**config.mk**
```make
export PLATFORM = sky130hd
export DESIGN_NAME = fm_core
export DESIGN_NICKNAME = d
export VERILOG_FILES = /design/src/source/fm_pkg.sv /design/src/source/fm_core.sv /design/src/source/fm_delay.sv /design/src/source/fm_exp_rom.sv /design/src/source/fm_logsin_rom.sv /design/src/source/fm_mixer.sv /design/src/source/fm_operator.sv /design/src/source/fm_phase_gen.sv
export SDC_FILE = /design/constraint.sdc
export NUM_CORES = 1
export LEC_CHECK = 0
export ABC_AREA = 1
export BUFFER_PORTS_ARGS = -buffer_cell sky130_fd_sc_hd__buf_2
export CAP_MARGIN = 5
export CORE_UTILIZATION = 40
export CTS_CLUSTER_SIZE = 24
export DETAILED_ROUTE_END_ITERATION = 8
export MAX_ROUTING_LAYER = met4
export PLACE_DENSITY_LB_ADDON = 0.2
export SYNTH_ARGS = -nofsm -noshare
export SYNTH_HDL_FRONTEND = slang
export SYNTH_SLANG_ARGS = --single-unit
export TNS_END_PERCENT = 5
```
**constraint.sdc**
```tcl
create_clock -name clk -period 6.7 [get_ports clk]
set_input_delay 0.335 -clock clk [delete_from_list [all_inputs] [get_ports clk]]
set_output_delay 0.335 -clock clk [all_outputs]
set_load 0.01 [all_outputs]
```
**src/source/fm_pkg.sv**
```systemverilog
/*
 * FM tone generator shared definitions
 * Slot count, field widths and the functions that fill
 * the log-sine and exponential ROMs at elaboration
 */
package fm_pkg;

    // Frame layout: modulator/carrier pairs for two voices
    localparam int NUM_SLOTS  = 4;
    localparam int SLOT_W     = 2;

    // Phase path
    localparam int FREQ_W     = 16;
    localparam int ACC_W      = 20;
    localparam int PHASE_W    = 10;

    // Level path, attenuation in 1/64 of a 6 dB step
    localparam int ATT_W      = 10;
    localparam int FB_W       = 3;
    localparam int LOG_W      = 12;
    localparam int OUT_W      = 14;
    localparam int SMP_W      = 16;

    // ROM geometry
    localparam int ROM_AW     = 8;
    localparam int MANT_W     = 10;

    // Ticks from phase entry to op_out
    localparam int OP_LATENCY = 5;

    localparam real PI = 3.14159265358979;

    // Quarter-wave log-sine, -log2(sin) at index midpoint, 1/256 units
    function automatic logic [LOG_W-1:0] logsin_entry(input int idx);
        real s;
        real v;
        s = $sin((real'(idx) + 0.5) * PI / 512.0);
        v = -$ln(s) / $ln(2.0) * 256.0;
        return LOG_W'($rtoi(v + 0.5));
    endfunction

    // Mantissa fraction of 2^(-idx/256), hidden bit worth 1024
    function automatic logic [MANT_W-1:0] exp_entry(input int idx);
        real v;
        int  r;
        v = $pow(2.0, -real'(idx) / 256.0) * 2048.0 - 1024.0;
        r = $rtoi(v + 0.5);
        // Index 0 would need the hidden bit itself
        if (r > 1023) begin
            r = 1023;
        end
        return MANT_W'(r);
    endfunction

endpackage

```
**src/source/fm_core.sv**
```systemverilog
/*
 * Two-voice FM tone generator core
 * Phase generator feeding the shared operator, carriers mixed per frame
 */
`timescale 1ns/100ps

module fm_core (
    input  logic                            clk,
    input  logic                            rst_n,
    input  logic                            cen,
    input  logic                            cfg_we,
    input  logic [fm_pkg::SLOT_W-1:0]       cfg_slot,
    input  logic [fm_pkg::FREQ_W-1:0]       cfg_freq,
    input  logic [fm_pkg::ATT_W-1:0]        cfg_att,
    input  logic [fm_pkg::FB_W-1:0]         cfg_fb,
    output logic signed [fm_pkg::SMP_W-1:0] sample,
    output logic                            sample_valid,
    output logic signed [fm_pkg::OUT_W-1:0] op_out,
    output logic [fm_pkg::SLOT_W-1:0]       op_slot
);

    // Entering slot, one tick after the counter
    logic [fm_pkg::SLOT_W-1:0]  pg_slot;
    logic [fm_pkg::PHASE_W-1:0] pg_phase;
    logic [fm_pkg::ATT_W-1:0]   pg_att;
    logic [fm_pkg::FB_W-1:0]    pg_fb;

    fm_phase_gen u_phase_gen (
        .clk     (clk),
        .rst_n   (rst_n),
        .cen     (cen),
        .cfg_we  (cfg_we),
        .cfg_slot(cfg_slot),
        .cfg_freq(cfg_freq),
        .cfg_att (cfg_att),
        .cfg_fb  (cfg_fb),
        .slot    (pg_slot),
        .phase   (pg_phase),
        .att     (pg_att),
        .fb      (pg_fb)
    );

    fm_operator u_operator (
        .clk    (clk),
        .rst_n  (rst_n),
        .cen    (cen),
        .slot   (pg_slot),
        .phase  (pg_phase),
        .att    (pg_att),
        .fb     (pg_fb),
        .op_out (op_out),
        .op_slot(op_slot)
    );

    fm_mixer u_mixer (
        .clk         (clk),
        .rst_n       (rst_n),
        .cen         (cen),
        .op_out      (op_out),
        .op_slot     (op_slot),
        .sample      (sample),
        .sample_valid(sample_valid)
    );

endmodule

```
**src/source/fm_delay.sv**
```systemverilog
/*
 * Clock-enabled delay line
 * Parameterized width and depth, cleared on reset
 */
`timescale 1ns/100ps

module fm_delay #(
    parameter int WIDTH = 1,
    parameter int DEPTH = 1
) (
    input  logic             clk,
    input  logic             rst_n,
    input  logic             cen,
    input  logic [WIDTH-1:0] din,
    output logic [WIDTH-1:0] dout
);

    logic [WIDTH-1:0] stages [DEPTH];

    always_ff @(posedge clk) begin
        if (!rst_n) begin
            for (int i = 0; i < DEPTH; i++) begin
                stages[i] <= '0;
            end
        end else if (cen) begin
            stages[0] <= din;
            // Shift toward the output end
            for (int i = 1; i < DEPTH; i++) begin
                stages[i] <= stages[i-1];
            end
        end
    end

    assign dout = stages[DEPTH-1];

endmodule

```
**src/source/fm_exp_rom.sv**
```systemverilog
/*
 * Exponential mantissa ROM
 * 256 entries of 2^(-i/256) fraction, registered read
 */
`timescale 1ns/100ps

module fm_exp_rom (
    input  logic                      clk,
    input  logic                      cen,
    input  logic [fm_pkg::ROM_AW-1:0] addr,
    output logic [fm_pkg::MANT_W-1:0] mant
);

    logic [fm_pkg::MANT_W-1:0] rom_data [2**fm_pkg::ROM_AW];

    // Indexed by the fine part of the total attenuation
    for (genvar i = 0; i < 2**fm_pkg::ROM_AW; i++) begin : g_fill
        assign rom_data[i] = fm_pkg::exp_entry(i);
    end

    // Registered lookup, same timing as the log-sine table
    always_ff @(posedge clk) begin
        if (cen) begin
            mant <= rom_data[addr];
        end
    end

endmodule

```
**src/source/fm_logsin_rom.sv**
```systemverilog
/*
 * Quarter-wave log-sine ROM
 * 256 entries built from the package function, registered read
 */
`timescale 1ns/100ps

module fm_logsin_rom (
    input  logic                      clk,
    input  logic                      cen,
    input  logic [fm_pkg::ROM_AW-1:0] addr,
    output logic [fm_pkg::LOG_W-1:0]  logsin
);

    logic [fm_pkg::LOG_W-1:0] rom_data [2**fm_pkg::ROM_AW];

    // Constant contents, one entry per quarter-wave index
    for (genvar i = 0; i < 2**fm_pkg::ROM_AW; i++) begin : g_fill
        assign rom_data[i] = fm_pkg::logsin_entry(i);
    end

    // Output register holds while cen is low
    always_ff @(posedge clk) begin
        if (cen) begin
            logsin <= rom_data[addr];
        end
    end

endmodule

```
**src/source/fm_mixer.sv**
```systemverilog
/*
 * Carrier mixer
 * Adds both carrier outputs of a frame, saturates to the sample
 * width and flags each new sample with a one-clock pulse
 */
`timescale 1ns/100ps

module fm_mixer (
    input  logic                            clk,
    input  logic                            rst_n,
    input  logic                            cen,
    input  logic signed [fm_pkg::OUT_W-1:0] op_out,
    input  logic [fm_pkg::SLOT_W-1:0]       op_slot,
    output logic signed [fm_pkg::SMP_W-1:0] sample,
    output logic                            sample_valid
);

    // Voice 0 carrier of the current frame
    logic signed [fm_pkg::OUT_W-1:0] carrier0;
    logic signed [fm_pkg::SMP_W:0]   sum;
    logic signed [fm_pkg::SMP_W-1:0] sum_sat;

    always_comb begin
        sum = (fm_pkg::SMP_W + 1)'(carrier0) + (fm_pkg::SMP_W + 1)'(op_out);
        // Overflow when the two top bits disagree
        if (sum[fm_pkg::SMP_W] != sum[fm_pkg::SMP_W-1]) begin
            sum_sat = sum[fm_pkg::SMP_W] ? {1'b1, {(fm_pkg::SMP_W - 1){1'b0}}}
                                         : {1'b0, {(fm_pkg::SMP_W - 1){1'b1}}};
        end else begin
            sum_sat = sum[fm_pkg::SMP_W-1:0];
        end
    end

    always_ff @(posedge clk) begin
        if (!rst_n) begin
            carrier0     <= '0;
            sample       <= '0;
            sample_valid <= 1'b0;
        end else begin
            // Pulse lasts one clock, stalls included
            sample_valid <= 1'b0;
            if (cen) begin
                if (op_slot == fm_pkg::SLOT_W'(1)) begin
                    carrier0 <= op_out;
                end
                // Voice 1 carrier closes the frame
                if (op_slot == fm_pkg::SLOT_W'(fm_pkg::NUM_SLOTS - 1)) begin
                    sample       <= sum_sat;
                    sample_valid <= 1'b1;
                end
            end
        end
    end

endmodule

```
**src/source/fm_operator.sv**
```systemverilog
/*
 * Time-multiplexed sine operator
 * Five ticks from phase to signed output: modulation, phase add,
 * log-sine lookup, attenuation and exp lookup, shift and sign
 */
`timescale 1ns/100ps

module fm_operator (
    input  logic                              clk,
    input  logic                              rst_n,
    input  logic                              cen,
    input  logic [fm_pkg::SLOT_W-1:0]         slot,
    input  logic [fm_pkg::PHASE_W-1:0]        phase,
    input  logic [fm_pkg::ATT_W-1:0]          att,
    input  logic [fm_pkg::FB_W-1:0]           fb,
    output logic signed [fm_pkg::OUT_W-1:0]   op_out,
    output logic [fm_pkg::SLOT_W-1:0]         op_slot
);

    // Stage 5 result and history
    logic signed [fm_pkg::OUT_W-1:0] op_next;
    logic signed [fm_pkg::OUT_W-1:0] hist;
    logic signed [fm_pkg::OUT_W:0]   fb_sum;
    logic signed [fm_pkg::OUT_W:0]   fb_shifted;
    logic [fm_pkg::PHASE_W-1:0]      mod;
    // Stage 1
    logic [fm_pkg::PHASE_W-1:0]      phase_s1;
    logic [fm_pkg::PHASE_W-1:0]      mod_s1;
    logic [fm_pkg::ATT_W-1:0]        att_s1;
    // Stage 2
    logic [fm_pkg::PHASE_W-1:0]      phase_sum;
    logic [fm_pkg::ROM_AW-1:0]       qidx;
    logic [fm_pkg::ROM_AW-1:0]       qidx_s2;
    logic [fm_pkg::ATT_W-1:0]        att_s2;
    // Stage 3
    logic [fm_pkg::LOG_W-1:0]        logsin_s3;
    logic [fm_pkg::ATT_W-1:0]        att_s3;
    // Stage 4
    logic [fm_pkg::LOG_W:0]          tot_raw;
    logic [fm_pkg::LOG_W-1:0]        tot_att;
    logic [fm_pkg::MANT_W-1:0]       mant_s4;
    logic [3:0]                      exp_s4;
    logic                            sign_s4;
    // Stage 5
    logic [fm_pkg::MANT_W:0]         mag;
    // Ticks since reset, saturates once the pipeline is full
    logic [2:0]                      fill;

    // Completed outputs, back at stage 1 two frames later
    fm_delay #(.WIDTH(fm_pkg::OUT_W), .DEPTH(fm_pkg::NUM_SLOTS)) u_hist (
        .clk  (clk),
        .rst_n(rst_n),
        .cen  (cen),
        .din  (op_next),
        .dout (hist)
    );

    // Stage 1, op_next is this slot's own previous-frame output
    always_comb begin
        fb_sum     = {op_next[fm_pkg::OUT_W-1], op_next} + {hist[fm_pkg::OUT_W-1], hist};
        fb_shifted = fb_sum >>> (4'd10 - 4'(fb));
        if (slot[0]) begin
            // Carrier, op_out holds its modulator from the last frame
            mod = op_out[fm_pkg::PHASE_W:1];
        end else if (fb == '0) begin
            mod = '0;
        end else begin
            mod = fb_shifted[fm_pkg::PHASE_W-1:0];
        end
    end

    always_ff @(posedge clk) begin
        if (cen) begin
            phase_s1 <= phase;
            mod_s1   <= mod;
            att_s1   <= att;
        end
    end

    // Stage 2, modulated phase and mirrored quarter-wave index
    always_comb begin
        phase_sum = phase_s1 + mod_s1;
        qidx      = phase_sum[fm_pkg::ROM_AW] ? ~phase_sum[fm_pkg::ROM_AW-1:0]
                                               : phase_sum[fm_pkg::ROM_AW-1:0];
    end

    always_ff @(posedge clk) begin
        if (cen) begin
            qidx_s2 <= qidx;
            att_s2  <= att_s1;
        end
    end

    // Sign bit waits out stages 2 to 4
    fm_delay #(.WIDTH(1), .DEPTH(3)) u_sign (
        .clk  (clk),
        .rst_n(rst_n),
        .cen  (cen),
        .din  (phase_sum[fm_pkg::PHASE_W-1]),
        .dout (sign_s4)
    );

    // Stage 3
    fm_logsin_rom u_logsin_rom (
        .clk   (clk),
        .cen   (cen),
        .addr  (qidx_s2),
        .logsin(logsin_s3)
    );

    always_ff @(posedge clk) begin
        if (cen) begin
            att_s3 <= att_s2;
        end
    end

    // Stage 4, total attenuation clipped at full scale
    always_comb begin
        tot_raw = {1'b0, logsin_s3} + {1'b0, att_s3, 2'b00};
        tot_att = tot_raw[fm_pkg::LOG_W] ? '1 : tot_raw[fm_pkg::LOG_W-1:0];
    end

    fm_exp_rom u_exp_rom (
        .clk (clk),
        .cen (cen),
        .addr(tot_att[fm_pkg::ROM_AW-1:0]),
        .mant(mant_s4)
    );

    always_ff @(posedge clk) begin
        if (cen) begin
            exp_s4 <= tot_att[fm_pkg::LOG_W-1 -: 4];
        end
    end

    // Stage 5, hidden bit plus mantissa shifted by exponent + 1
    always_comb begin
        mag = {1'b1, mant_s4} >> (5'(exp_s4) + 5'd1);
        // Nothing real reaches stage 5 before OP_LATENCY ticks
        if (fill != 3'(fm_pkg::OP_LATENCY)) begin
            op_next = '0;
        end else if (sign_s4) begin
            op_next = -fm_pkg::OUT_W'(mag);
        end else begin
            op_next = fm_pkg::OUT_W'(mag);
        end
    end

    always_ff @(posedge clk) begin
        if (!rst_n) begin
            fill   <= '0;
            op_out <= '0;
        end else if (cen) begin
            op_out <= op_next;
            if (fill != 3'(fm_pkg::OP_LATENCY)) begin
                fill <= fill + 3'd1;
            end
        end
    end

    // Slot number rides alongside the data
    fm_delay #(.WIDTH(fm_pkg::SLOT_W), .DEPTH(fm_pkg::OP_LATENCY)) u_slot (
        .clk  (clk),
        .rst_n(rst_n),
        .cen  (cen),
        .din  (slot),
        .dout (op_slot)
    );

endmodule

```
**src/source/fm_phase_gen.sv**
```systemverilog
/*
 * Phase generator
 * Free-running slot counter, per-slot settings written by strobe,
 * and one phase accumulator per slot stepped once per frame
 */
`timescale 1ns/100ps

module fm_phase_gen (
    input  logic                       clk,
    input  logic                       rst_n,
    input  logic                       cen,
    input  logic                       cfg_we,
    input  logic [fm_pkg::SLOT_W-1:0]  cfg_slot,
    input  logic [fm_pkg::FREQ_W-1:0]  cfg_freq,
    input  logic [fm_pkg::ATT_W-1:0]   cfg_att,
    input  logic [fm_pkg::FB_W-1:0]    cfg_fb,
    output logic [fm_pkg::SLOT_W-1:0]  slot,
    output logic [fm_pkg::PHASE_W-1:0] phase,
    output logic [fm_pkg::ATT_W-1:0]   att,
    output logic [fm_pkg::FB_W-1:0]    fb
);

    logic [fm_pkg::SLOT_W-1:0] cnt;
    logic [fm_pkg::FREQ_W-1:0] freq_r [fm_pkg::NUM_SLOTS];
    logic [fm_pkg::ATT_W-1:0]  att_r  [fm_pkg::NUM_SLOTS];
    logic [fm_pkg::FB_W-1:0]   fb_r   [fm_pkg::NUM_SLOTS];
    logic [fm_pkg::ACC_W-1:0]  acc    [fm_pkg::NUM_SLOTS];

    // Settings, visible to the tick after the write
    always_ff @(posedge clk) begin
        if (!rst_n) begin
            for (int i = 0; i < fm_pkg::NUM_SLOTS; i++) begin
                freq_r[i] <= '0;
                att_r[i]  <= '0;
                fb_r[i]   <= '0;
            end
        end else if (cfg_we) begin
            freq_r[cfg_slot] <= cfg_freq;
            att_r[cfg_slot]  <= cfg_att;
            fb_r[cfg_slot]   <= cfg_fb;
        end
    end

    // Slot counter, accumulators and registered slot outputs
    always_ff @(posedge clk) begin
        if (!rst_n) begin
            cnt   <= '0;
            slot  <= '0;
            phase <= '0;
            att   <= '0;
            fb    <= '0;
            for (int i = 0; i < fm_pkg::NUM_SLOTS; i++) begin
                acc[i] <= '0;
            end
        end else if (cen) begin
            slot  <= cnt;
            // Phase before this frame's increment
            phase <= acc[cnt][fm_pkg::ACC_W-1 -: fm_pkg::PHASE_W];
            att   <= att_r[cnt];
            fb    <= fb_r[cnt];
            acc[cnt] <= acc[cnt] + fm_pkg::ACC_W'(freq_r[cnt]);
            cnt   <= cnt + 1'b1;
        end
    end

endmodule

```
==> run_results.csv <==
group,metric,value,unit
yosys,yosysSeqAreaShare,49.91,%
floorplanning,io_pins,68,
power_and_ir_drop,power,9.547,mW
yosys,ys_async_sr_fraction,0,%
floorplanning,core,59130,um^2
worst_setup_path,r2r_start,"u_operator.att_s3[7]",
placed_design,port_buffers,67,
worst_setup_path,cp.arrival,4810,ps
floorplanning,die_h,246.9,um
drt,wire_per_inst,18.52,um
outcome,status,"finished, final reports clean",
floorplanning,die_w,246.9,um
worst_setup_path,reg2reg_to,"u_operator.u_exp_rom.mant[3]",
worst_setup_path,slowest_stage,"a21oi_2",
floorplanning,floorplan.die_area,60950,um^2
clock_tree,post_cts_buffers,0,
drt,routed_wirelength,69.16,mm
yosys,synth_seq_cells,424,
placed_design,post-place-cells,3651,
clock_tree,post_cts_resized,0,
sta,tns,0,ps
yosys,synth_warnings,0,
drt,num_vias,20130,
cells_and_area,areaGrowthSynthToFinish,10.47,%
drt,drc,0,
grt,grt_pass1_vias,19870,
worst_setup_path,cp-start-kind,"register",
sta,finalSetupViolCount,0,
cells_and_area,final_nets,3060,
worst_setup_path,crit_cells,17,
yosys,synthesis.instances,2902,
grt,overflow,0,
clock_tree,cts_tree,"yes",
yosys,synth.avg_cell_area,8.266,um^2
hold_path,min_from,"cfg_freq[12]",
power_and_ir_drop,ir_drop,0.2140,mV
sta,hold_viol,0,
worst_setup_path,cp_max_fo,14,
yosys,synth_edf_count,348,
cells_and_area,num_antenna_cells,0,
drt,via_per_inst,5.389,
worst_setup_path,crit_chain,"ha_1 -> nand2_1 -> nand2_1 -> a21oi_2 -> nand3_2 -> nor2_1 -> inv_1 -> ha_1 -> inv_1 -> nand2_1 -> nand2_1 -> nand2_1 -> nand3_1 -> nand3_1 -> nand2_1 -> nand3_1 -> nand2_1",
hold_path,hold_path.class,"input pin to register",
clock_tree,htreeDepth,2,
yosys,synth_area,23990,um^2
cells_and_area,fill_cells,5831,
drt,drt_iter0_markers,1400,
sta,rsz0062_at_grt,"no",
sta,slew_headroom,21.30,%
clock_tree,cts_sinks,424,
hold_path,min_to,"u_phase_gen.freq_r[1][12]",
worst_setup_path,rrSetupSlack,2220,ps
grt,groute.usage.overall,23.64,%
sta,period_share,66.90,%
grt,grt_max_degree,72,
clock_tree,cts_root_buf,"clkbuf_16",
floorplanning,start_util,40.57,%
drt,drtAntennaViolNets,0,
sta,slew_violations,0,
worst_setup_path,crit_top_cell,"nand2_1",
worst_setup_path,cpPeakStageDelay,580,ps
worst_setup_path,crit_required,7020,ps
cells_and_area,instances_no_fill,3735,
hold_path,hold_depth,3,
worst_setup_path,r2r_cells,17,
worst_setup_path,crit_buf_inv,2,
yosys,syn_nets,3037,
grt,grt_pass1_wl,109.5,mm
clock_tree,clk_latency,580,ps
worst_setup_path,crit_type,"register to register",
yosys,synth_cell_types,60,
clock_tree,cts.path.max_buffers,3,
sta,tightestPinTransition,1178,ps
grt,antenna_found_initial,0,
drt,firstDrtPassIters,6,
sta,fin_crit,4482,ps
floorplanning,row_count,89,
clock_tree,cts_made_buffers,45,
sta,clock_skew,18.43,ps
clock_tree,clkTransAtPathRegs,60,ps
worst_setup_path,cpLargestDelayFamily,"simple AND/OR/NAND/NOR gates",
placed_design,dpl.hpwl,47.17,mm
cells_and_area,drive_gt1_share,6.989,%
job,maxCapViolCount,0,
clock_tree,hold_buffers,0,
power_and_ir_drop,leakagePower,11.54,nW
sta,fmax,223.1,MHz
power_and_ir_drop,power_density,360.3,nW/um^2
placed_design,routabilityCongestion,0.9494,
yosys,synth_ff_type,"edfxtp_1",
worst_setup_path,worstSetupEndpointType,"register",
-- cells in the mapped netlist (8+ instances only) --
cell / n / area (um^2)
a21oi_1: 154 / 770.7
a22o_1: 16 / 140.1
a31oi_1: 8 / 50.05
buf_1: 17 / 63.81
buf_2: 16 / 80.08
clkbuf_1: 81 / 304.0
clkinv_1: 9 / 33.78
dfxtp_1: 76 / 1521
edfxtp_1: 348 / 10450
ha_1: 95 / 1189
inv_1: 295 / 1107
nand2_1: 597 / 2241
nand3_1: 181 / 905.9
nand3b_1: 13 / 97.59
nand4_1: 25 / 156.4
nor2_1: 501 / 1881
nor2_2: 8 / 50.05
nor3_1: 19 / 95.09
o211ai_1: 20 / 150.1
o21ai_0: 208 / 1041
o21ai_1: 12 / 60.06
o21bai_1: 11 / 82.58
o221ai_1: 8 / 70.07
o22ai_1: 63 / 394.1
or2_2: 8 / 50.05
xnor2_1: 10 / 87.58
xor2_1: 22 / 192.7
-- placed cells by master, fill, tap and decap left out, types with 10 or more instances in the layout --
| cell | instances |
|---|---|
| buf_4 | 32 |
| buf_2 | 66 |
| nor3_1 | 19 |
| clkbuf_1 | 17 |
| xor2_1 | 22 |
| o21bai_1 | 11 |
| ha_1 | 95 |
| o21ai_0 | 207 |
| nand3_1 | 181 |
| nor2_1 | 500 |
| a21oi_1 | 154 |
| xnor2_1 | 10 |
| dfxtp_1 | 75 |
| o21ai_1 | 12 |
| clkbuf_16 | 45 |
| edfxtp_1 | 348 |
| clkinv_1 | 11 |
| nand2_1 | 593 |
| a22o_1 | 16 |
| nand3b_1 | 13 |
| o211ai_1 | 20 |
| o22ai_1 | 63 |
| nand4_1 | 25 |
| inv_1 | 294 |
-- cell type report --
cell class / instances / area (um^2) / area share, %
inverters: 310 / 1165 / 4.396
well taps: 773 / 967.2 / 3.650
repair buffers: 98 / 570.5 / 2.153
multi-input cells: 2046 / 10360 / 39.10
clock inverters: 13 / 148.9 / 0.5619
flip-flops and latches: 424 / 11970 / 45.18
clock buffers: 71 / 1314 / 4.958
-- how the worst max path moves through the flow --
stage	startpoint	to	slack, ps
4_1_cts	u_operator.att_s3[7]	u_operator.u_exp_rom.mant[3]	2210
6_report	u_operator.att_s3[7]	u_operator.u_exp_rom.mant[3]	2220
3_3_place_gp	u_operator.att_s3[7]	u_operator.u_exp_rom.mant[3]	2310
2_1_floorplan	u_operator.exp_s4[0]	u_operator.mod_s1[2]	2920
5_1_grt	u_operator.exp_s4[0]	u_operator.mod_s1[1]	1720
3_5_place_dp	u_operator.att_s3[7]	u_operator.u_exp_rom.mant[3]	2280
-- flip-flops by register name, summed over array words and instances (netlist names), 12 cells and up, named ones only --
register / count
u_mixer.carrier0: 14
u_mixer.sample: 15
u_operator.op_out: 14
u_operator.u_hist.stages: 56
u_operator.u_logsin_rom.logsin: 12
u_phase_gen.acc: 80
u_phase_gen.att_r: 40
u_phase_gen.fb_r: 12
u_phase_gen.freq_r: 64
-- logic make-up after synthesis --
kind of cell | Yosys count | share of synthesized area (%)
AOI/OAI and AO/OA | 544 | 13.00
xor gates and xnor gates | 33 | 1.236
muxes | 1 | 0.04173
buffers and inverters | 432 | 6.984
DFF | 424 | 49.91
adders and majority gates | 100 | 5.372
and+or+nand+nor | 1368 | 23.46
-- per-layer routing --
metal  share of wire (%)  global-route usage [%]  vias to the layer above
met5                   0                       -                        -
met1                  44                   29.53                     9583
met3                 4.8                   2.811                      131
met2                  48                   39.55                      579
li1                    -                       -                     9834
met4                 3.0                   8.134                        0
-- stage by stage --
stage / hold slack [ps] / instance area (um^2) / setup slack, ps / util (%)
finish: 91.58 / 26500 / 2218 / 44.82
CTS: 64.41 / 26500 / 2212 / 44.82
floorplan: 400.3 / 23990 / 2922 / -
global placement: 402.1 / 25040 / 2310 / 42.34
detailed placement: 405.2 / 25040 / 2278 / 42.34
global route: 82.83 / 26500 / 1723 / 44.82
-- power by group --
group / leakage, nW / internal [mW] / total [mW] / switching, mW
sequential: 4.18 / 3.16 / 3.32 / 0.159
combinational: 6.65 / 1.10 / 3.77 / 2.67
clock: 0.710 / 1.43 / 2.45 / 1.02
-- tightest hold or removal path, cell delays in order --
cell    delay, ps
buf_2          70
inv_1          60
nor2_1         90
Note: power is estimated with default switching activity, not from simulation.
